`config.mk`:
```
export PLATFORM = sky130hd
export DESIGN_NAME = axi_arbiter
export DESIGN_NICKNAME = d
export VERILOG_FILES = /design/src/verilog/mem_pkg.sv /design/src/verilog/axi_arbiter.sv
export VERILOG_INCLUDE_DIRS = /design/src /design/src/verilog
export SDC_FILE = /design/constraint.sdc
export NUM_CORES = 1
export LEC_CHECK = 0
export ABC_CLOCK_PERIOD_IN_PS = 1800
export BUFFER_PORTS_ARGS = -buffer_cell sky130_fd_sc_hd__buf_2
export CORE_AREA = 5 5 133 135
export CTS_CLUSTER_SIZE = 12
export DETAILED_ROUTE_END_ITERATION = 10
export DIE_AREA = 0 0 138 140
export PLACE_DENSITY = 0.42
export SLEW_MARGIN = 15
export SYNTH_ARGS = -nofsm -noshare
export SYNTH_HDL_FRONTEND = slang
export SYNTH_SLANG_ARGS = --single-unit
```
`constraint.sdc`:
```
create_clock -name clk -period 1.8 [get_ports clk]
set_input_delay 0.36 -clock clk [delete_from_list [all_inputs] [get_ports clk]]
set_output_delay 0.36 -clock clk [all_outputs]
set_load 0.05 [all_outputs]
```
`src/verilog/mem_config.svh`:
```
`ifndef MEM_CONFIG_SVH
`define MEM_CONFIG_SVH

`default_nettype none

// byte address width on every AXI-lite channel
`define MEM_ADDR_W 32

// data word width, also the instruction width
`define MEM_DATA_W 32

// on-chip SRAM size in words, addresses wrap modulo this
`define MEM_DEPTH_WORDS 256

// cycles from ar acceptance to rvalid, at least 1
`define MEM_READ_LATENCY 2

`default_nettype wire

`endif

```
`src/verilog/mem_pkg.sv`:
```
`include "mem_config.svh"

`default_nettype none

package mem_pkg;

    typedef logic [`MEM_ADDR_W-1:0] addr_t;  // byte address
    typedef logic [`MEM_DATA_W-1:0] data_t;

    // axi-lite channel payloads, valid/ready travel beside them
    typedef struct packed {
        addr_t addr;
    } axi_ar_t;

    typedef struct packed {
        data_t data;
    } axi_r_t;

    typedef struct packed {
        addr_t addr;
    } axi_aw_t;

    typedef struct packed {
        data_t data;
    } axi_w_t;

    typedef struct packed {
        addr_t pc;
        data_t instr;
    } fetch_out_t;

    typedef struct packed {
        logic  write;  // 1 = store, 0 = load
        addr_t addr;
        data_t wdata;
    } lsu_cmd_t;

    typedef enum logic [2:0] {
        arb_idle, arb_ifu_read, arb_lsu_read, arb_lsu_write, arb_release
    } arb_state_t;

    typedef enum logic [1:0] {
        ifu_idle, ifu_addr, ifu_data, ifu_emit
    } ifu_state_t;

    typedef enum logic [2:0] {
        lsu_idle, lsu_read_addr, lsu_read_data, lsu_write_req, lsu_write_resp
    } lsu_state_t;

endpackage

`default_nettype wire

```
`src/verilog/axi_arbiter.sv`:
```
`default_nettype none

module axi_arbiter import mem_pkg::*; (
    input  wire          clk,
    input  wire          rst,
    // fetch unit, read only
    input  wire axi_ar_t ifu_ar,
    input  wire          ifu_ar_valid,
    output logic         ifu_ar_ready,
    output axi_r_t       ifu_r,
    output logic         ifu_r_valid,
    input  wire          ifu_r_ready,
    // load/store unit
    input  wire axi_ar_t lsu_ar,
    input  wire          lsu_ar_valid,
    output logic         lsu_ar_ready,
    output axi_r_t       lsu_r,
    output logic         lsu_r_valid,
    input  wire          lsu_r_ready,
    input  wire axi_aw_t lsu_aw,
    input  wire          lsu_aw_valid,
    output logic         lsu_aw_ready,
    input  wire axi_w_t  lsu_w,
    input  wire          lsu_w_valid,
    output logic         lsu_w_ready,
    output logic         lsu_b_valid,
    input  wire          lsu_b_ready,
    // memory slave
    output axi_ar_t      mem_ar,
    output logic         mem_ar_valid,
    input  wire          mem_ar_ready,
    input  wire axi_r_t  mem_r,
    input  wire          mem_r_valid,
    output logic         mem_r_ready,
    output axi_aw_t      mem_aw,
    output logic         mem_aw_valid,
    input  wire          mem_aw_ready,
    output axi_w_t       mem_w,
    output logic         mem_w_valid,
    input  wire          mem_w_ready,
    input  wire          mem_b_valid,
    output logic         mem_b_ready
);

    arb_state_t state;

    always_ff @(posedge clk) begin
        if (rst) begin
            state <= arb_idle;
        end else begin
            case (state)
                arb_idle: begin  // fixed priority: ifu read, lsu read, lsu write
                    if (ifu_ar_valid)
                        state <= arb_ifu_read;
                    else if (lsu_ar_valid)
                        state <= arb_lsu_read;
                    else if (lsu_aw_valid || lsu_w_valid)
                        state <= arb_lsu_write;
                end
                arb_ifu_read:  if (mem_r_valid && ifu_r_ready) state <= arb_release;
                arb_lsu_read:  if (mem_r_valid && lsu_r_ready) state <= arb_release;
                arb_lsu_write: if (mem_b_valid && lsu_b_ready) state <= arb_release;
                arb_release:   state <= arb_idle;  // one dead cycle between grants
                default:       state <= arb_idle;
            endcase
        end
    end

    // routing follows the registered grant only
    always_comb begin
        mem_ar       = '0;
        mem_ar_valid = 1'b0;
        mem_r_ready  = 1'b0;
        mem_aw       = '0;
        mem_aw_valid = 1'b0;
        mem_w        = '0;
        mem_w_valid  = 1'b0;
        mem_b_ready  = 1'b0;
        ifu_ar_ready = 1'b0;
        ifu_r        = '0;
        ifu_r_valid  = 1'b0;
        lsu_ar_ready = 1'b0;
        lsu_r        = '0;
        lsu_r_valid  = 1'b0;
        lsu_aw_ready = 1'b0;
        lsu_w_ready  = 1'b0;
        lsu_b_valid  = 1'b0;
        case (state)
            arb_ifu_read: begin
                mem_ar       = ifu_ar;
                mem_ar_valid = ifu_ar_valid;
                ifu_ar_ready = mem_ar_ready;
                ifu_r        = mem_r;
                ifu_r_valid  = mem_r_valid;
                mem_r_ready  = ifu_r_ready;
            end
            arb_lsu_read: begin
                mem_ar       = lsu_ar;
                mem_ar_valid = lsu_ar_valid;
                lsu_ar_ready = mem_ar_ready;
                lsu_r        = mem_r;
                lsu_r_valid  = mem_r_valid;
                mem_r_ready  = lsu_r_ready;
            end
            arb_lsu_write: begin
                mem_aw       = lsu_aw;
                mem_aw_valid = lsu_aw_valid;
                lsu_aw_ready = mem_aw_ready;
                mem_w        = lsu_w;
                mem_w_valid  = lsu_w_valid;
                lsu_w_ready  = mem_w_ready;
                lsu_b_valid  = mem_b_valid;
                mem_b_ready  = lsu_b_ready;
            end
            default: ;  // idle and release drive nothing
        endcase
    end

    // one read address per grant, none follows before the data returns
    a_one_ar_per_grant: assert property (@(posedge clk) disable iff (rst)
        mem_ar_valid && mem_ar_ready |=> !mem_ar_valid);

endmodule

`default_nettype wire

```
After elaboration in Yosys (flattened, before gate mapping)
Cells that the tools add are included.
- bits in registers: 3
- logic and storage cells: 38
- output and inout port bits: 172
- eq/ne operators: 7
- mux-type cells: 24
- reduce and logical (&&, ||, !) cells: 6
- operator list (cell ; number):
    two-way mux 32 bit ; 4
    one-hot mux 32 bit (2 select lines) ; 1
    two-way mux 3 bit ; 6
    one-hot mux 3 bit (4 select lines) ; 1
    two-way mux 1 bit ; 10
    == test 3 x 2 -> 1 bit (second input constant) ; 2
    inequality test 2 bit (second input constant) ; 3
    inequality test 4 bit (second input constant) ; 1
    one-hot mux 1 bit (2 select lines) ; 2
    AND reduction 4 bit ; 1
    == test 3 x 1 -> 1 bit (second input constant) ; 1
    logical AND 1 bit ; 3
    logical NOT 3 bit ; 1
    logical OR 1 bit ; 1

Longest topological paths before layout
- word-level depth: 5
- depth in mapped cells: 5
- mapped depth without buffers: 3

Worst setup path after synthesis
No wires, ideal clock.
- path type: reg-to-output
- start: register state[1]
- end: output mem_ar[0] in the netlist's numbering
- stages on the path, launching flop included: 6
- path slack: 0.048 ns
- arrival: 1.392 ns
- path through: dfxtp_1 > buf_4 > nor3b_4 > buf_6 > buf_6 > a22o_1
- RTL lines (element ; RTL line ; text):
    start, declared ; axi_arbiter.sv:45 ; arb_state_t state;
    start signal, assigned ; axi_arbiter.sv:49 ; state <= arb_idle;
    start signal, assigned ; axi_arbiter.sv:54 ; state <= arb_ifu_read;
    start signal, assigned ; axi_arbiter.sv:56 ; state <= arb_lsu_read;
    end, declared ; axi_arbiter.sv:29 ; output axi_ar_t mem_ar,

==> flow_summary.toml <==
[status]
status = "finished, violations left"
failed_checks = "setup timing"

[global_route]
grt_max_degree = 13
grt_pass1_wl_mm = 24.3
grt_pass1_vias = 3753
grt_use_total = 0.164
antenna_found_initial = 0
overflow = 0

[power_and_ir_drop]
vdd_drop_max_uv = 914
power_uw = 10600
leakage_uw = 0.00327
p_per_area_mw_per_mm2 = 1600

[yosys]
yosysSeqAreaShare = 0.0380
synth_cell_type_count = 22
synth_nets = 393
ys.warnings.count = 0
synth-seq-cells = 3
syn_inst = 219
ys_top_cells_by_area = "and2_1, a22o_1, buf_6, dfxtp_1, buf_4"
synth_top_area_share = 0.547
syn_area_sq_mm = 0.00158
synth_area_per_cell_sq_um = 7.21
yosysTopAreaCell = "and2_1"

[clocking]
clk_latency_ns = 0.23
clockRootBuffer = "clkbuf_16"
path_clk_slew_ns = 0.03
cts_tree = "built"
clockBufferDepth = 2
clock-sinks = 3
cts-hold-fix-buffers = 0
htreeDepth = 1
numCtsBuffers = 3

[drt]
vias_per_cell = 4.03
drt-initial-drc-count = 59
wl_mm = 17.4
ant_nets = 0
dr_total_vias = 3323
detailedRoute.firstPassIterationCount = 4
drc = 0
wl_per_cell_microns = 21.1

[setup_path]
crit_path_start_kind = "flop"
worst-path-max-fanout = 6
arrival_ns = 1.58
end_kind = "output pin"
crit_required_ns = 1.44
worst-setup-path-type = "flop to output pin"

[sta]
finalClockSkew_ns = 0.000590
finalSetupViolations = 172
finalCritPeriodShare = 1.08
maxSlewViolCount = 0
setup_slack_ns = -0.137
hold_violations = 0
rsz0062_at_grt = "yes"
min_period_ns = 1.94
finalSetupTns_ns = -14.74
fmax_mhz = 516
slew-limit-headroom = 0.823
tightestPinTransition_ns = 0.262

[die]
ios = 346
start_util = 0.0966
die_y_microns = 140
num_rows = 47
die-area_sq_mm = 0.0193
fp.dieW_microns = 138
core_sq_mm = 0.0163

[layout]
regMostFlops = "state"
nets = 779
final-instance-count-excl-fill = 824
drive_above_1_share = 0.917
final_area_sq_mm = 0.00665
top_regs = "state: 3 flops"
antenna_cells = 0
largest_reg_flops = 3
area_growth_pct = 321

[placement]
dp.cells = 767
postPlaceCellArea_sq_mm = 0.00371
gp_congestion = 0.792
port-buffer-count = 345
dp_hpwl_mm = 9.56

[worst_hold_path]
hold_path_class = "input port to flop"

[job]
maxCapViolCount = 0
per-stage QoR:
| stage | hold slack [ns] | utilization | setup slack, ns |
|---|---|---|---|
| 2_1_floorplan | 0.429 | - | 0.0477 |
| 3_3_place_gp | 0.553 | 0.227 | 0.0128 |
| 3_5_place_dp | 0.547 | 0.227 | 0.000484 |
| 4_1_cts | 0.303 | 0.386 | -0.172 |
| 5_1_grt | 0.306 | 0.407 | -0.194 |
| 6_report | 0.303 | 0.407 | -0.137 |
critical path, cell delays in order, from the launching register on:
cell	delay, ns
dfxtp_4	0.35
buf_4	0.13
and3b_2	0.25
buf_8	0.16
clkbuf_16	0.16
and2_4	0.15
buf_6	0.14
synthesized netlist by cell type:
cell type	n
and2_1	138
a22o_1	34
buf_6	12
buf_4	5
nand2_1	4
clkbuf_1	3
clkbuf_2	3
dfxtp_1	3
a31oi_1	2
nor3_1	2
nor3b_4	2
a21boi_0	1
a21oi_1	1
a221oi_1	1
and3b_1	1
buf_2	1
mux2i_1	1
nor2_1	1
o2111a_1	1
o21ai_0	1
o21ba_2	1
o41ai_1	1
cells by family after synthesis:
group           synth area share
simple gates               0.594
compound gates             0.232
mux                      0.00634
flops                     0.0380
buf+inv                    0.129
where the power goes:
group | total, uW | leakage [uW] | switching, uW | internal, uW
clock | 358 | 0.0000382 | 64.9 | 293
combinational | 10100 | 0.00321 | 5230 | 4860
sequential | 162 | 0.0000264 | 50.8 | 111
total | 10600 | 0.00327 | 5350 | 5270
worst paths after layout:
path / startpoint / end / slack, ns / cells after the start
setup reg to reg: state[0]$_SDFFE_PP0P_ / state[2]$_SDFFE_PP0P_ / 0.34 / 7
setup / recovery: state[0]$_SDFFE_PP0P_ / mem_aw[30] / -0.14 / 6
hold reg to reg: state[2]$_SDFFE_PP0P_ / state[1]$_SDFFE_PP0P_ / 0.63 / 3
hold / removal: rst / state[0]$_SDFFE_PP0P_ / 0.30 / 2
placed cells by master, fill, tap and decap left out, drive strengths merged:
master  instances
mux2i           1
a221oi          1
nand2           4
a21boi          1
o21ba           1
nor2            1
a31oi           2
dfxtp           3
o21ai           1
nor3b           2
o2111a          1
and3b           1
clkbuf          8
buf           401
and2          138
a21oi           1
a22o           34
nor3            2
o41ai           1
routing by layer:
layer / share of wire / wire (microns) / vias up / GRT usage
li1: - / - / 1507 / -
met1: 0.31 / 5380 / 1549 / 0.154
met2: 0.59 / 10200 / 240 / 0.350
met3: 0.071 / 1240 / 27 / 0.0368
met4: 0.031 / 536 / 0 / 0.0452
met5: 0 / 0 / - / 0
what timing repair did:
| action | in CTS | in global routing |
|---|---|---|
| setup buffers | 23 | 2 |
| gates cloned | 26 | 5 |
| gates resized for setup | 525 | 91 |
| endpoints found under the setup margin | 172 | 172 |
| pin swaps | 75 | 84 |
layout make-up:
class / instances / area, sq um
fillers: 1554 / 9700
repair buffers: 405 / 4550
multi-input cells: 192 / 1670
well taps: 220 / 275
clock buffers: 4 / 78.8
flip-flops and latches: 3 / 68.8
Note: power is estimated with default switching activity, not from simulation.
