**config.mk**
```make
export PLATFORM = sky130hd
export DESIGN_NAME = ifu_fetch
export DESIGN_NICKNAME = d
export VERILOG_FILES = /design/src/verilog/mem_pkg.sv /design/src/verilog/ifu_fetch.sv
export VERILOG_INCLUDE_DIRS = /design/src /design/src/verilog
export SDC_FILE = /design/constraint.sdc
export NUM_CORES = 1
export LEC_CHECK = 0
export BUFFER_PORTS_ARGS = -buffer_cell sky130_fd_sc_hd__buf_4
export CORE_MARGIN = 3
export CORE_UTILIZATION = 52
export CTS_BUF_LIST = sky130_fd_sc_hd__clkbuf_2
export CTS_CLUSTER_SIZE = 8
export DETAILED_ROUTE_END_ITERATION = 10
export PLACE_DENSITY_LB_ADDON = 0.1
export SYNTH_ARGS = -nofsm -noshare
export SYNTH_HDL_FRONTEND = slang
export SYNTH_SLANG_ARGS = --single-unit
```
**constraint.sdc**
```tcl
create_clock -name clk -period 5.68 [get_ports clk]
set_input_delay 0.568 -clock clk [delete_from_list [all_inputs] [get_ports clk]]
set_output_delay 0.568 -clock clk [all_outputs]
set_load 0.05 [all_outputs]
```
**src/verilog/mem_config.svh**
```systemverilog
`ifndef MEM_CONFIG_SVH
`define MEM_CONFIG_SVH

`default_nettype none

// byte address width on every AXI-lite channel
`define MEM_ADDR_W 32

// data word width, also the instruction width
`define MEM_DATA_W 32

// on-chip SRAM size in words, addresses wrap modulo this
`define MEM_DEPTH_WORDS 256

// cycles from ar acceptance to rvalid, at least 1
`define MEM_READ_LATENCY 2

`default_nettype wire

`endif

```
**src/verilog/mem_pkg.sv**
```systemverilog
`include "mem_config.svh"

`default_nettype none

package mem_pkg;

    typedef logic [`MEM_ADDR_W-1:0] addr_t;  // byte address
    typedef logic [`MEM_DATA_W-1:0] data_t;

    // axi-lite channel payloads, valid/ready travel beside them
    typedef struct packed {
        addr_t addr;
    } axi_ar_t;

    typedef struct packed {
        data_t data;
    } axi_r_t;

    typedef struct packed {
        addr_t addr;
    } axi_aw_t;

    typedef struct packed {
        data_t data;
    } axi_w_t;

    typedef struct packed {
        addr_t pc;
        data_t instr;
    } fetch_out_t;

    typedef struct packed {
        logic  write;  // 1 = store, 0 = load
        addr_t addr;
        data_t wdata;
    } lsu_cmd_t;

    typedef enum logic [2:0] {
        arb_idle, arb_ifu_read, arb_lsu_read, arb_lsu_write, arb_release
    } arb_state_t;

    typedef enum logic [1:0] {
        ifu_idle, ifu_addr, ifu_data, ifu_emit
    } ifu_state_t;

    typedef enum logic [2:0] {
        lsu_idle, lsu_read_addr, lsu_read_data, lsu_write_req, lsu_write_resp
    } lsu_state_t;

endpackage

`default_nettype wire

```
**src/verilog/ifu_fetch.sv**
```systemverilog
`default_nettype none

module ifu_fetch import mem_pkg::*; (
    input  wire        clk,
    input  wire        rst,
    input  wire        fetch_en,
    input  wire        pc_load_valid,
    input  wire addr_t pc_load_addr,
    output axi_ar_t    ar,
    output logic       ar_valid,
    input  wire        ar_ready,
    input  wire axi_r_t r,
    input  wire        r_valid,
    output logic       r_ready,
    output logic       fetch_valid,
    output fetch_out_t fetch_out,
    input  wire        fetch_ready
);

    ifu_state_t state;
    addr_t      pc;
    logic       pend_valid;  // pc load waiting for a fetch boundary
    addr_t      pend_addr;
    addr_t      load_addr;
    logic       load_hit;

    // a load in this very cycle wins over an older pending one
    assign load_hit  = pc_load_valid || pend_valid;
    assign load_addr = pc_load_valid ? pc_load_addr : pend_addr;

    assign ar_valid    = (state == ifu_addr);
    assign ar.addr     = pc;
    assign r_ready     = (state == ifu_data);
    assign fetch_valid = (state == ifu_emit);

    always_ff @(posedge clk) begin
        if (rst) begin
            state      <= ifu_idle;
            pc         <= '0;
            pend_valid <= 1'b0;
        end else begin
            if (pc_load_valid)
                pend_valid <= 1'b1;
            case (state)
                ifu_idle: begin
                    // no fetch in flight, apply a load at once
                    if (load_hit) begin
                        pc         <= load_addr;
                        pend_valid <= 1'b0;
                    end
                    if (fetch_en)
                        state <= ifu_addr;
                end
                ifu_addr: if (ar_ready) state <= ifu_data;
                ifu_data: if (r_valid) state <= ifu_emit;
                ifu_emit: begin
                    if (fetch_ready) begin  // fetch boundary
                        pc         <= load_hit ? load_addr : pc + addr_t'(4);
                        pend_valid <= 1'b0;
                        state      <= fetch_en ? ifu_addr : ifu_idle;
                    end
                end
                default: state <= ifu_idle;
            endcase
        end
    end

    always_ff @(posedge clk) begin
        if (pc_load_valid)
            pend_addr <= pc_load_addr;
        if (r_valid && r_ready) begin
            fetch_out.pc    <= pc;
            fetch_out.instr <= r.data;
        end
    end

    // address held steady until the arbiter and slave take it
    a_ar_stable: assert property (@(posedge clk) disable iff (rst)
        ar_valid && !ar_ready |=> ar_valid && $stable(ar));

endmodule

`default_nettype wire

```
# Word level (Yosys, flattened, before mapping)
# Index checks and enable logic that the tools add are counted.
# W data, S select, Z words.
[totals]
regBits = 131
input_bits = 71
out_inout_bits = 99
wordCells = 36
[op_classes]
add_sub_neg = 1
n_eq_ne = 8
muxes = 15
reduce_logical = 6
[ops]
columns = ["op", "count"]
rows = [
  ["$mux W32", 4],
  ["$pmux W32 S2", 1],
  ["$add A32 B3 Y32 const B", 1],
  ["$mux W2", 4],
  ["$pmux W2 S4", 1],
  ["$ne A2 B2 Y1 const B", 3],
  ["$eq A2 B2 Y1 const B", 2],
  ["$mux W1", 4],
  ["$ne A2 B1 Y1 const B", 2],
  ["$reduce_and A4 Y1", 1],
  ["$reduce_and A3 Y1", 1],
  ["$eq A2 B1 Y1 const B", 1],
  ["$logic_not A2 Y1", 1],
  ["$pmux W1 S2", 1],
  ["$reduce_bool A2 Y1", 1],
  ["$logic_and A1 B1 Y1", 1],
  ["$logic_or A1 B1 Y1", 1],
]

# Logic depth before layout (Yosys ltp)
[logic_depth]
depth_word = 4
ltp_mapped = 9
ltp_nobuf = 7

# Worst setup path after synthesis
# OpenSTA, ideal clock, no wires.
[synth_path]
path_type = "reg2reg"
from = "register state[0]"
to = "register fetch_out[0] (netlist name), enable pin"
setup_time_ps = 429
t_arrival_ps = 2522
required_ps = 5251
slack_ps = 2730
path_stages_with_launch = 4
path_buffers = 0
synth_period_minus_slack_ps = 2950
cell_sequence = "dfxtp_1 -> inv_1 -> ha_1 -> and2_1"
[synth_between]
elab_chain_cells = 2
[synth_rtl]
columns = ["element", "line_no", "rtl"]
rows = [
  ["start: declaration", "ifu_fetch.sv:20", "ifu_state_t state;"],
  ["start signal: assignment", "ifu_fetch.sv:38", "state <= ifu_idle;"],
  ["start signal: assignment", "ifu_fetch.sv:52", "state <= ifu_addr;"],
  ["start signal: assignment", "ifu_fetch.sv:54", "ifu_addr: if (ar_ready) state <= ifu_data;"],
  ["$eq A2 B2 Y1", "ifu_fetch.sv:33", "assign r_ready = (state == ifu_data);"],
  ["net r_ready", "ifu_fetch.sv:14", "output logic r_ready,"],
  ["$logic_and A1 B1 Y1", "ifu_fetch.sv:71", "if (r_valid && r_ready) begin"],
  ["end: declaration", "ifu_fetch.sv:16", "output fetch_out_t fetch_out,"],
]
# The timed path passes the listed nets, and every way through them passes these cells.
# A chain may end at the register's enable or synchronous reset.

# Worst setup path after layout
[layout_path]
from = "register state[1]"
to = "register pc[25], in the netlist ar[25]"
[layout_between]
elab_chain_cells = 3
elab_cells_between_ends = 7
classes_between = "3 x eq/ne; 1 x mux; 3 x reduce/logical"
[layout_rtl]
columns = ["element", "line_no", "rtl"]
rows = [
  ["$eq A2 B2 Y1 or $logic_not A2 Y1 (tied branches)", "ifu_fetch.sv:44", "case (state)"],
  ["$ne A2 B1 Y1 (no line), or another cell as far along", "n/a", ""],
  ["$reduce_and A3 Y1 (no line)", "n/a", ""],
  ["end signal: assignment", "ifu_fetch.sv:48", "pc <= load_addr;"],
  ["end signal: assignment", "ifu_fetch.sv:58", "pc <= load_hit ? load_addr : pc + addr_t'(4);"],
  ["end: declaration", "ifu_fetch.sv:21", "addr_t pc;"],
]
# Several ways; a longest one is shown, not always the timed one.

==> out/qor.txt <==
Outcome = complete, no violations
Finish-stage setup viols = 0
Ys Warns = 0
Fmax = 421 MHz
FP Rows = 36
Multi-input logic area = 1880 µm²
Worst clock skew = 34.3 ps
Setup TNS Final = 0 ps
Critical path's top delay family = simple AND/OR/NAND/NOR gates
Xor/xnor share of the synthesized area = 0%
Main synth FF type = dfxtp_1
CP Data Arrival Time = 2980 ps
Die area = 11300 µm²
Total CTS buffers = 17
Worst-case clock buffer depth = 2
Largest net degree at the start of global routing = 65
Starting Density = 53.6%
Least-Margin Pin Slew = 838 ps
Power share of the sequential group = 42.1%
Clk sink count = 131
Pre-CTS WS = 3160 ps
Synthesized area = 5240 µm²
Total power = 3.38 mW
Total track usage = 23.8%
Yosys reg bits = 131
Max Cap Viol = 0
Max Slew Vio Count = 0
Die Y = 106 µm
Antenna cells = 0
Clk network pwr share = 18.0%
Final hold vios = 0
HPWL after DPL = 9.50 mm
I/O pins = 170
CTS tree = done
Clock transition at path regs = 200 ps
ANT nets after route = 0
Final WL = 14.0 mm
Post-DP Area = 6630 µm²
Post-synthesis net count = 522
Cell Count, Final, Fillers Out = 784
DRC violations left = 0
CP Capture Type = flip-flop
I/O Buffers = 169
Static Leak = 2.88 nW
Sw Pwr = 1.49 mW
Register-to-register setup slack = 3300 ps
Post-layout util = 72.6%
Synth Area in Adders = 1.43%
Post-route cell area = 7090 µm²
R2r startpoint = state[1]$_SDFFE_PP0P_
Fraction of synthesized area in multiplexers = 7.57%
Hold crit path type = input pin to flip-flop
Filler cell count = 696
Post-synth EDFFs = 64
Register area share after synthesis = 62.3%
Ys async rst share = 0%
Worst flop-to-flop path endpoint = ar[25]$_SDFFE_PP0P_
GP Congestion = 0.934
Setup crit start kind = flip-flop
Synth cell types = 53
Tcrit/Tclk final = 41.8%
R2r worst-path depth = 7
Buffers & Inverters on Critical Path = 1
Crit path depth = 7
RSZ-0062 raised after global routing = false
First-pass GRT wire length = 21.2 mm
Post-Synth Simple-Gate Area = 16.1%
Placed cell count = 732
Crit path max fanout = 45
Critical path type = flip-flop to flip-flop
Sw frac = 44.3%
Resized cells post-CTS = 0
Die width = 106 µm
Routed wire per std cell = 17.8 µm
CTS Root Cell = clkbuf_2
Cells after Synth = 445
Vias = 4394
Share of cells above drive strength 1 = 37.2%
Final hold slack = 84.7 ps
Critical path required time = 6290 ps
Min Tclk post-route = 2380 ps
Slowest CP cell = or4_1
CTS H-tree lvls = 4
Vias in the first global route = 4107
DRT Pass-1 Iters = 5
Power density over the cells = 476 nW/µm²
Int Power = 1.88 mW
Comb power frac = 39.9%
Crit-path max cell delay = 500 ps
Seq. cell area = 3260 µm²
Core area = 9770 µm²
P&R area growth vs syn = 35.4%
Critical path startpoint = state[1]$_SDFFE_PP0P_
Synth Area in Compound Gates = 10.6%
CP Capture Point = ar[25]$_SDFFE_PP0P_
Iter 0 DRT Violations = 327
Initial antenna violation count = 0
Grt ovf = 0
Relative slew margins = 43.7%
Nets = 715
DR vias/cell = 5.60
Largest family of logic cells by synthesized area = simple AND/OR/NAND/NOR gates
Avg Inst Size Synth = 11.8 µm²
Peak supply drop = 264 µV
Worst-Skew Late Latency = 660 ps
CP cell instances = ha_1 > or3b_1 > buf_4 > nor2_4 > nand2_1 > or4_1 > nand3_1
Final worst slack = 3300 ps
[power by group through the flow]
| stage | Clock, mW | Combinational [mW] | Sequential (mW) |
|---|---|---|---|
| 2_1_floorplan | 0 | 0.447 | 1.88 |
| 3_3_place_gp | 0 | 1.31 | 1.43 |
| 3_5_place_dp | 0 | 1.33 | 1.44 |
| 4_1_cts | 0.618 | 1.34 | 1.41 |
| 5_1_grt | 0.661 | 1.43 | 1.45 |
| 6_report | 0.609 | 1.35 | 1.42 |
[worst register-to-register path, stage by stage, from the launching register on]
cell     delay, ps
dfxtp_1        450
ha_1           320
or3b_1         370
buf_4          270
nor2_4         210
nand2_1        130
or4_1          500
nand3_1         90
[synth_stat cells (2+ instances only)]
library cell	instances	area (µm²)
a21o_1	2	15.0
a21oi_1	21	105
a22oi_1	8	60.1
a31oi_1	6	37.5
a32o_1	3	30.0
and2_0	2	12.5
and2_1	4	25.0
and3_1	5	31.3
buf_2	9	45.0
clkbuf_1	9	33.8
dfxtp_1	67	1340
edfxtp_1	64	1920
ha_1	6	75.1
inv_1	6	22.5
mux2_2	29	327
mux2i_1	7	70.1
nand2_1	46	173
nand3_1	18	90.1
nand4_1	12	75.1
nor2_1	25	93.8
nor2b_1	6	37.5
nor3_1	9	45.0
nor4_1	5	31.3
nor4bb_1	2	20.0
o211ai_1	4	30.0
o21ai_0	31	155
o22ai_1	3	18.8
o41ai_1	3	26.3
or3_1	7	43.8
or4_1	3	22.5
[cell type report]
type | count | area share (%)
inverters | 7 | 0.370
well taps | 133 | 2.35
repair buffers | 192 | 21.0
clock inverters | 14 | 2.50
multi-input cells | 289 | 26.5
clock buffers | 18 | 1.27
flip-flops and latches | 131 | 46.0
[how the worst min path moves through the flow]
stage                     startpoint                       to  slack (ps)  cells after the start
6_report                       r[20]  fetch_out[20]$_DFFE_PP_          80                      1
3_3_place_gp   pend_addr[14]$_DFF_P_    pend_addr[14]$_DFF_P_         420                      2
5_1_grt                        r[21]  fetch_out[21]$_DFFE_PP_           2                      1
2_1_floorplan  pend_addr[14]$_DFF_P_    pend_addr[14]$_DFF_P_         410                      2
3_5_place_dp   pend_addr[14]$_DFF_P_    pend_addr[14]$_DFF_P_         430                      2
4_1_cts                         r[8]   fetch_out[8]$_DFFE_PP_          20                      1
[logic make-up (layout without fill, tap and decap cells)]
| kind of cell | count (synthesis) | after routing |
|---|---|---|
| AOI/OAI and AO/OA | 90 | 90 |
| buffers and inverters | 25 | 231 |
| muxes | 36 | 36 |
| DFF | 131 | 131 |
| adders and majority gates | 6 | 6 |
| and+or+nand+nor | 157 | 157 |
[placed cells by master, fill, tap and decap left out, drive strengths merged, types with 12 or more instances in the layout]
cell type / instances
nand2: 46
dlygate4sd3: 20
nand4: 12
nor2: 26
buf: 172
clkbuf: 18
a21oi: 21
nand3: 20
edfxtp: 64
mux2: 29
o21ai: 31
dfxtp: 67
[timing repair]
action / in CTS / in global routing
endpoints found under the hold margin: 0 / 20
endpoints found under the setup margin: 0 / 0
buffers inserted: 0 / 0
hold buffers: 0 / 20
[state kept, by name (all words and copies together), names as in the netlist]
| signal | count |
|---|---|
| fetch_out | 64 |
| ar | 32 |
| pend_addr | 32 |
| state | 2 |
| pend_valid | 1 |
[metal layers]
layer / GRT usage [%] / share of wire [%] / wire [µm] / vias to the layer above
li1: - / - / - / 2065
met1: 30.5 / 40 / 5600 / 2070
met2: 39.7 / 50 / 6930 / 237
met4: 5.74 / 1.3 / 180 / 0
met5: 0 / 0 / 0 / -
met3: 7.47 / 8.9 / 1240 / 22
Note: power is estimated with default switching activity, not from simulation.
