`src/verilog/mem_config.svh`:
```
`ifndef MEM_CONFIG_SVH
`define MEM_CONFIG_SVH

`default_nettype none

// byte address width on every AXI-lite channel
`define MEM_ADDR_W 32

// data word width, also the instruction width
`define MEM_DATA_W 32

// on-chip SRAM size in words, addresses wrap modulo this
`define MEM_DEPTH_WORDS 256

// cycles from ar acceptance to rvalid, at least 1
`define MEM_READ_LATENCY 2

`default_nettype wire

`endif

```
`src/verilog/mem_pkg.sv`:
```
`include "mem_config.svh"

`default_nettype none

package mem_pkg;

    typedef logic [`MEM_ADDR_W-1:0] addr_t;  // byte address
    typedef logic [`MEM_DATA_W-1:0] data_t;

    // axi-lite channel payloads, valid/ready travel beside them
    typedef struct packed {
        addr_t addr;
    } axi_ar_t;

    typedef struct packed {
        data_t data;
    } axi_r_t;

    typedef struct packed {
        addr_t addr;
    } axi_aw_t;

    typedef struct packed {
        data_t data;
    } axi_w_t;

    typedef struct packed {
        addr_t pc;
        data_t instr;
    } fetch_out_t;

    typedef struct packed {
        logic  write;  // 1 = store, 0 = load
        addr_t addr;
        data_t wdata;
    } lsu_cmd_t;

    typedef enum logic [2:0] {
        arb_idle, arb_ifu_read, arb_lsu_read, arb_lsu_write, arb_release
    } arb_state_t;

    typedef enum logic [1:0] {
        ifu_idle, ifu_addr, ifu_data, ifu_emit
    } ifu_state_t;

    typedef enum logic [2:0] {
        lsu_idle, lsu_read_addr, lsu_read_data, lsu_write_req, lsu_write_resp
    } lsu_state_t;

endpackage

`default_nettype wire

```
`src/verilog/lsu_access.sv`:
```
`default_nettype none

module lsu_access import mem_pkg::*; (
    input  wire          clk,
    input  wire          rst,
    input  wire lsu_cmd_t cmd,
    input  wire          cmd_valid,
    output logic         cmd_ready,
    output axi_ar_t      ar,
    output logic         ar_valid,
    input  wire          ar_ready,
    input  wire axi_r_t  r,
    input  wire          r_valid,
    output logic         r_ready,
    output axi_aw_t      aw,
    output logic         aw_valid,
    input  wire          aw_ready,
    output axi_w_t       w,
    output logic         w_valid,
    input  wire          w_ready,
    input  wire          b_valid,
    output logic         b_ready,
    output logic         resp_valid,
    output data_t        resp_data
);

    lsu_state_t state;
    lsu_cmd_t   cmd_q;  // command being worked on

    assign ar_valid = (state == lsu_read_addr);
    assign ar.addr  = cmd_q.addr;
    assign r_ready  = (state == lsu_read_data);
    assign aw_valid = (state == lsu_write_req);
    assign w_valid  = (state == lsu_write_req);  // aw and w go out together
    assign aw.addr  = cmd_q.addr;
    assign w.data   = cmd_q.wdata;
    assign b_ready  = (state == lsu_write_resp);

    // cmd_ready is a flop so it stays low through reset
    always_ff @(posedge clk) begin
        if (rst) begin
            state      <= lsu_idle;
            cmd_ready  <= 1'b0;
            resp_valid <= 1'b0;
        end else begin
            resp_valid <= 1'b0;
            case (state)
                lsu_idle: begin
                    cmd_ready <= 1'b1;
                    if (cmd_valid && cmd_ready) begin
                        cmd_ready <= 1'b0;
                        state     <= cmd.write ? lsu_write_req : lsu_read_addr;
                    end
                end
                lsu_read_addr: if (ar_ready) state <= lsu_read_data;
                lsu_read_data: begin
                    if (r_valid) begin
                        state      <= lsu_idle;
                        cmd_ready  <= 1'b1;
                        resp_valid <= 1'b1;
                    end
                end
                lsu_write_req: if (aw_ready && w_ready) state <= lsu_write_resp;
                lsu_write_resp: begin
                    if (b_valid) begin
                        state      <= lsu_idle;
                        cmd_ready  <= 1'b1;
                        resp_valid <= 1'b1;
                    end
                end
                default: state <= lsu_idle;
            endcase
        end
    end

    always_ff @(posedge clk) begin
        if (cmd_valid && cmd_ready)
            cmd_q <= cmd;
        if (r_valid && r_ready)
            resp_data <= r.data;
        else if (b_valid && b_ready)
            resp_data <= '0;  // writes report zero
    end

    // aw and w stay up together with steady payload until both are taken
    a_aw_w_paired: assert property (@(posedge clk) disable iff (rst)
        aw_valid && w_valid && !(aw_ready && w_ready)
            |=> aw_valid && w_valid && $stable(aw) && $stable(w));

endmodule

`default_nettype wire

```
`config.mk`:
```
export PLATFORM = sky130hd
export DESIGN_NAME = lsu_access
export DESIGN_NICKNAME = d
export VERILOG_FILES = /design/src/verilog/mem_pkg.sv /design/src/verilog/lsu_access.sv
export VERILOG_INCLUDE_DIRS = /design/src /design/src/verilog
export SDC_FILE = /design/constraint.sdc
export NUM_CORES = 1
export LEC_CHECK = 0
export ABC_AREA = 1
export BUFFER_PORTS_ARGS = -buffer_cell sky130_fd_sc_hd__buf_4
export CORE_AREA = 5 5 113 83
export CTS_BUF_LIST = sky130_fd_sc_hd__clkbuf_4
export DETAILED_ROUTE_END_ITERATION = 8
export DIE_AREA = 0 0 118 88
export GPL_TIMING_DRIVEN = 0
export PLACE_DENSITY = 0.86
export SETUP_SLACK_MARGIN = 0.3
export SLEW_MARGIN = 40
export SYNTH_ARGS = -nofsm -noshare
export SYNTH_HDL_FRONTEND = slang
export SYNTH_SLANG_ARGS = --single-unit
```
`constraint.sdc`:
```
create_clock -name clk -period 3.54 [get_ports clk]
set_input_delay 0.354 -clock clk [delete_from_list [all_inputs] [get_ports clk]]
set_output_delay 0.354 -clock clk [all_outputs]
set_load 0.1 [all_outputs]
```
After elaboration in Yosys (flattened, before gate mapping)
Index checks and enable logic that the tools add are counted.
{"block": "word_totals", "register_bits": 101, "in_bits": 105, "out_inout_bits": 135}
{"block": "op_classes", "n_eq_ne": 9, "mux": 16, "reduce_logical": 9}
{"operator": "$mux W32", "n": 2}
{"operator": "$mux W3", "n": 5}
{"operator": "$pmux W3 S5", "n": 1}
{"operator": "$eq A3 B2 Y1 const B", "n": 2}
{"operator": "$ne A2 B2 Y1 const B", "n": 3}
{"operator": "$mux W1", "n": 5}
{"operator": "$reduce_and A5 Y1", "n": 1}
{"operator": "$logic_and A1 B1 Y1", "n": 4}
{"operator": "$ne A2 B1 Y1 const B", "n": 2}
{"operator": "$eq A3 B1 Y1 const B", "n": 1}
{"operator": "$eq A3 B3 Y1 const B", "n": 1}
{"operator": "$logic_not A3 Y1", "n": 1}
{"operator": "$pmux W1 S3", "n": 1}
{"operator": "$reduce_and A3 Y1", "n": 1}
{"operator": "$reduce_bool A3 Y1", "n": 1}
{"operator": "$mux W2", "n": 1}
{"operator": "$pmux W1 S2", "n": 1}
{"operator": "$reduce_bool A2 Y1", "n": 1}

Logic depth before layout (Yosys ltp)
Gate-level depths: netlist (run 1).
{"block": "logic_depth", "depth_word": 4, "depth_mapped": 8, "ltp_nobuf": 8}

Worst setup path after synthesis (run 1)
No wires, ideal clock.
{"block": "synth_path", "path_type": "reg-to-reg", "startpoint": "register state[2]", "endpoint": "register resp_data[0], enable pin", "setup_ns": 0.389, "arrival_time_ns": 2.886, "slack_ns": 0.264, "path_stages_with_launch": 6, "period_less_slack_ns": 3.276, "cell_sequence": "dfxtp_1 buf_2 nor3_2 nand2_2 buf_2 nand2_1"}
{"block": "synth_between", "elab_chain_cells": 3, "word_cells_on_any_way": 5}
{"item": "start: declaration", "line_no": "lsu_access.sv:27", "text": "lsu_state_t state;"}
{"item": "start signal: assignment", "line_no": "lsu_access.sv:42", "text": "state <= lsu_idle;"}
{"item": "start signal: assignment", "line_no": "lsu_access.sv:52", "text": "state <= cmd.write ? lsu_write_req : lsu_read_addr;"}
{"item": "start signal: assignment", "line_no": "lsu_access.sv:55", "text": "lsu_read_addr: if (ar_ready) state <= lsu_read_data;"}
{"item": "$eq A3 B2 Y1", "line_no": "lsu_access.sv:32", "text": "assign r_ready = (state == lsu_read_data);"}
{"item": "via r_ready", "line_no": "lsu_access.sv:14", "text": "output logic r_ready,"}
{"item": "$logic_and A1 B1 Y1", "line_no": "lsu_access.sv:79", "text": "if (r_valid && r_ready)"}
{"item": "$reduce_bool A2 Y1 (no line)"}
{"item": "end signal: assignment", "line_no": "lsu_access.sv:80", "text": "resp_data <= r.data;"}
{"item": "end: declaration", "line_no": "lsu_access.sv:24", "text": "output data_t resp_data"}
The timed path passes the listed nets, and every way through them passes these cells.
A chain may end at the register's enable or synchronous reset.

Final worst setup path (run 1)
{"block": "layout_path", "startpoint": "register state[2]", "endpoint": "register resp_data[5], enable pin"}
{"block": "layout_between", "elab_chain_cells": 3, "word_cells_on_any_way": 5}
{"item": "$eq A3 B2 Y1 / $eq A3 B3 Y1 (equally long branches)", "line_no": "lsu_access.sv:32, lsu_access.sv:37"}
{"item": "$logic_and A1 B1 Y1 (on tied branches)", "line_no": "lsu_access.sv:79, lsu_access.sv:81"}
{"item": "$reduce_bool A2 Y1 (no line) *"}
Every way passes the cells marked *; elsewhere a longest branch is shown, timed or not.

==> results of run 1 <==
layout make-up:
cell class / count / area [sq um] / share of cell area, %
well taps: 105 / 131 / 2.25
repair buffers: 240 / 1810 / 31.1
multi-input cells: 73 / 322 / 5.51
plain buffers: 37 / 268 / 4.59
flip-flops and latches: 101 / 2980 / 51.1
clock inverters: 5 / 85.1 / 1.46
clock buffers: 9 / 67.6 / 1.16
inverters: 44 / 168 / 2.87
registers in the layout, summed over array words and instances (netlist names):
name	flops
cmd_ready	1
state	3
resp_data	32
ar	32
w	32
resp_valid	1
cells by family (layout without fill, tap and decap cells):
logic type	after synthesis	in the layout
flops	101	101
buf+inv	81	335
simple gates	69	69
compound gates	4	4
how the worst max path moves through the flow:
stage	start	endpoint	slack [ps]	depth (start not counted)
6_report	state[2]	resp_data[5]	1520	5
5_1_grt	state[2]	resp_data[5]	1360	5
4_1_cts	state[2]	resp_data[8]	1530	5
3_5_place_dp	state[2]	resp_data[5]	1560	5
3_3_place_gp	cmd_valid	ar[17]	940	3
2_1_floorplan	cmd_ready	ar[0]	730	2
layer usage:
layer	routed length (microns)	vias to the layer above	GRT usage (%)	share of wire (%)
met5	0	-	0	0
met4	105	0	5.10	1.0
met3	1070	10	9.30	11
met2	5510	147	36.3	55
met1	3320	1300	17.4	33
li1	-	1307	-	-
power breakdown:
group	total (mW)	switching (mW)	internal [mW]	leakage, nW
registers	1.67	0.0867	1.58	0.933
logic	2.79	2.26	0.526	1.73
clock network	0.642	0.358	0.285	0.0789
synthesized netlist by cell type, types with 2 or more instances:
master	instances	share of area [%]
nor2_2	2	0.34
nand3_1	3	0.40
buf_2	4	0.54
nor2_1	39	3.9
inv_1	43	4.3
edfxtp_1	96	77
a21oi_1	3	0.40
buf_4	33	6.6
nand2_1	19	1.9
dfxtp_1	5	2.7
cells in the final DEF (no fill, tap or decap), types with 2 or more instances in the layout:
cell type	count
inv_6	2
nor2_2	2
nand3_1	3
inv_1	42
edfxtp_1	96
clkbuf_4	9
nand2_1	18
nor2_1	39
dfxtp_1	5
nand2_2	2
buf_4	272
bufinv_16	2
a21oi_1	3
buf_2	4
==> flow_summary.yaml, run 1 <==
status:
  outcome: "finished, final reports clean"
routing:
  post_drt_wl_per_cell_microns: 16.3
  remaining_drc_errors: 0
  drtAntennaViolNets: 0
  drt_iter0_drc: 106
  wl_microns: 10000
  routed_via_density: 4.50
  firstDrtPassIters: 4
  num_vias: 2764
sta:
  min_period_over_period_pct: 57.0
  rsz0062_at_grt: "no"
  finalMaxSlewViolations: 0
  fin_ws_ps: 1520
  setup_tns_ps: 0
  max_freq_mhz: 496
  fin_skew_ps: 14.8
  holdWs_ps: 67.9
  finalSetupViolCount: 0
  fin_crit_ps: 2020
  hold_viol_final: 0
  tightest_slew_ps: 745
  relSlewSlack_pct: 50.1
yosys:
  async_reset_ff_share_pct: 0
  synthXorXnorAreaFrac_pct: 0
  synth_edf_count: 96
  synth_top_family_by_area: "buffers and inverters"
  synth_nets: 360
  synth_mux_area_share_pct: 0
  synth-simple-area-share_pct: 7.79
  ys_seq_area_share_pct: 80.0
  ys_ff_latch: 101
  synth_compound_area_share_pct: 0.604
  synth_fa_ha_area_share_pct: 0
  synth_warnings: 0
  netlist_instances: 255
  synth_cell_types: 18
  synth_area_sq_mm: 0.00373
  ys.flop_type: "edfxtp_1"
  synth_area_per_cell_sq_um: 14.6
place:
  finalWeightedCongestion: 0.767
  dp_hpwl_microns: 8170
  pre_cts_ws_ps: 1560
  postPlaceCellArea_sq_mm: 0.00569
  io_buffers: 239
  place_inst: 600
worst_hold_path:
  worstHoldStart: "rst"
  worstHoldPathType: "primary input to flip-flop"
  holdPathStages: 2
  holdPathEnd: "resp_valid"
global_route:
  first_global_vias: 2902
  grt_max_degree: 37
  grt_overflow: 0
  grtUsageTotal_pct: 18.6
  grt_pass1_wl_microns: 14700
  antenna_found_initial: 0
power_and_ir_drop:
  vdd_ir_drop_max_mv: 0.549
  p_leak_nw: 2.75
  power_mw: 5.10
  p_per_area_mw_per_mm2: 873
cts:
  cts_resized: 0
  cts.sinks: 101
  htree_levels: 3
  clock_latency_ps: 420
  cts_tree: "yes"
  cts_root_buf: "clkbuf_4"
  cts_hold_buf: 0
  cts_buffers: 9
  cts.path.max_buffers: 2
  postCtsSetupBuffers: 0
  clk_pin_slew_ps: 150
cells_and_area:
  diodes: 0
  num-nets-final: 611
  drive_gt1_share_pct: 58.7
  n_fill_cell: 602
  finish.utilization_pct: 71.2
  fin_cells: 614
  fin_area_sq_mm: 0.00584
  synthToLayoutAreaGrowth_pct: 56.6
critical_path:
  critPathCaptureType: "flip-flop"
  cp_cell_sequence: "buf_2 -> nor3_4 -> nand2_2 -> buf_2 -> nand2_2"
  path_max_fanout: 32
  worstReg2RegStart: "state[2]"
  crit_family: "simple AND/OR/NAND/NOR gates"
  crit_buf_inv: 2
  rr_endpoint: "resp_data[5]"
  r2r_setup_slack_ps: 1520
  critPathLaunchType: "flip-flop"
  critical-path-slowest-cell: "nand2_2"
  critPathRequiredTime_ps: 3600
  cpPeakStageDelay_ps: 570
  ff2ff_path_depth: 5
  cp_data_arrival_time_ps: 2080
  path_class: "flip-flop to flip-flop"
die:
  start_util_pct: 45.5
  rows: 28
  core_area_sq_mm: 0.00820
  fp.dieW_microns: 118
  pin_count: 240
  die_area_sq_mm: 0.0104
  fp.dieH_microns: 88
job:
  max_cap_violations: 0
Power figures use the tool's default switching activity.
==> run 2, diff against run 1 <==
- CORE_AREA: 5 5 113 83 -> 5 5 117 86
- DIE_AREA: 0 0 118 88 -> 0 0 122 91
- PLACE_DENSITY: 0.86 -> 0.81
- clock period: 3.54 -> 1.9 ns (I/O delays scaled with it)
==> run 2 against run 1 <==
- flip-flop and latch count stayed put
- critical path depth is 2 lower
- critical endpoint is now r_ready
- die area up 6.9%
- wire length grew 20%
- combinational power is 99% higher
- via count increased by 9.6%
- clock power rose by 95%
- count of clock-buffer cells in the layout increased by 1
- critical path type is now flip-flop to primary output
- worst setup slack got worse by 1200 ps
==> flow_summary.yaml, run 2 (same netlist as run 1, synthesis figures left out) <==
status:
  outcome: "finished, final reports clean"
routing:
  num_vias: 3029
  drt_iter0_drc: 172
  post_drt_wl_per_cell_microns: 17.1
  firstDrtPassIters: 4
  wl_microns: 12000
  routed_via_density: 4.30
  drtAntennaViolNets: 0
  remaining_drc_errors: 0
power_and_ir_drop:
  power_mw: 9.96
  p_leak_nw: 3.08
  vdd_ir_drop_max_mv: 1.09
  p_per_area_mw_per_mm2: 1480
die:
  die_area_sq_mm: 0.0111
  fp.dieH_microns: 91
  rows: 29
  fp.dieW_microns: 122
  start_util_pct: 42.3
  core_area_sq_mm: 0.00882
  pin_count: 240
cells_and_area:
  finish.utilization_pct: 76.4
  synthToLayoutAreaGrowth_pct: 80.6
  num-nets-final: 680
  fin_cells: 704
  final_cell_mix: "buf_4, edfxtp_1, dlygate4sd3_1, inv_1, nor2_1"
  diodes: 0
  final_common_cell: "buf_4"
  drive_gt1_share_pct: 54.1
sta:
  rsz0062_at_grt: "yes"
  min_period_over_period_pct: 82.2
  fin_skew_ps: 20.0
  finalMaxSlewViolations: 0
  max_freq_mhz: 640
  finalSetupViolCount: 0
  holdWs_ps: 39.7
  fin_crit_ps: 1560
  fin_ws_ps: 338
  hold_viol_final: 0
  tightest_slew_ps: 469
  relSlewSlack_pct: 68.6
critical_path:
  path_class: "flip-flop to primary output"
  ff2ff_path_depth: 5
  cp_data_arrival_time_ps: 1370
  critPathLaunchType: "flip-flop"
  critPathRequiredTime_ps: 1710
  r2r_setup_slack_ps: 370
  path_max_fanout: 8
  rr_endpoint: "resp_data[27]"
  worstReg2RegStart: "state[2]"
  critPathCaptureType: "primary output"
  cp-startpoint: "state[2]"
worst_hold_path:
  worstHoldPathType: "primary input to flip-flop"
  worstHoldStart: "r[12]"
  holdPathEnd: "resp_data[12]"
  holdPathStages: 3
cts:
  htree_levels: 3
  clk_pin_slew_ps: 150
  cts_tree: "yes"
  cts_root_buf: "clkbuf_4"
  cts.sinks: 101
  postCtsSetupBuffers: 0
  clock_latency_ps: 440
  cts.path.max_buffers: 2
  cts_buffers: 9
place:
  dp_hpwl_microns: 8000
  place_inst: 620
  pre_cts_ws_ps: 377
  io_buffers: 239
  finalWeightedCongestion: 0.831
global_route:
  first_global_vias: 3240
  grt_pass1_wl_microns: 17300
  grtUsageTotal_pct: 20.6
  grt_max_degree: 33
  antenna_found_initial: 0
  grt_overflow: 0
job:
  max_cap_violations: 0
## run 2: worst max path at each step
stage,endpoint,slack (ps),cells after the start
after CTS,b_ready,280,4
after global routing,r_ready,250,3
after global placement,ar[24],-180,2
after detailed placement,resp_data[19],380,5
after floorplan,resp_data[0],-230,5
final,r_ready,340,3
## run 2: layout make-up
cell class                 instances  area [sq um]
sequential                       101          2990
timing repair buffer             308          2570
fill                             586          2080
multi-input combinational         74           395
buffer                            37           284
inverter                          44           173
tap                              124           155
clock inverter                     6          85.1
clock buffer                      10          75.1
## run 2: power breakdown
| group | switching (mW) | leakage [nW] | total [mW] | internal (mW) |
|---|---|---|---|---|
| Combinational | 4.33 | 2.06 | 5.55 | 1.21 |
| Clock | 0.701 | 0.0844 | 1.25 | 0.548 |
| Sequential | 0.208 | 0.935 | 3.17 | 2.96 |
| Total | 5.24 | 3.08 | 9.96 | 4.72 |
## run 2: repair_timing
action | CTS | global route
endpoints found under the hold margin | 66 | 2
pin swaps | 2 | 3
gates resized for setup | 19 | 9
endpoints found under the setup margin | 5 | 37
cloned | 0 | 1
hold buffers | 65 | 2
## run 2: layer usage
metal | GRT usage (%) | vias to the layer above | part of all wire [%]
li1 | - | 1444 | -
met1 | 20.3 | 1438 | 34
met2 | 40.8 | 139 | 57
met3 | 7.20 | 8 | 8.7
met4 | 4.57 | 0 | 0.79
met5 | 0 | - | 0
## run 2: through the flow
step	TNS, ps	instance area, sq um
after floorplan	-7230	3790
after global placement	-11390	5740
after detailed placement	0	5790
after CTS	0	6670
after global routing	0	6740
final	0	6740
## run 2: critical path, cell delays in order, from the launching register on
cell and delay [ps]:
dfxtp_1 330, buf_6 140, nor3_4 260, buf_12 210
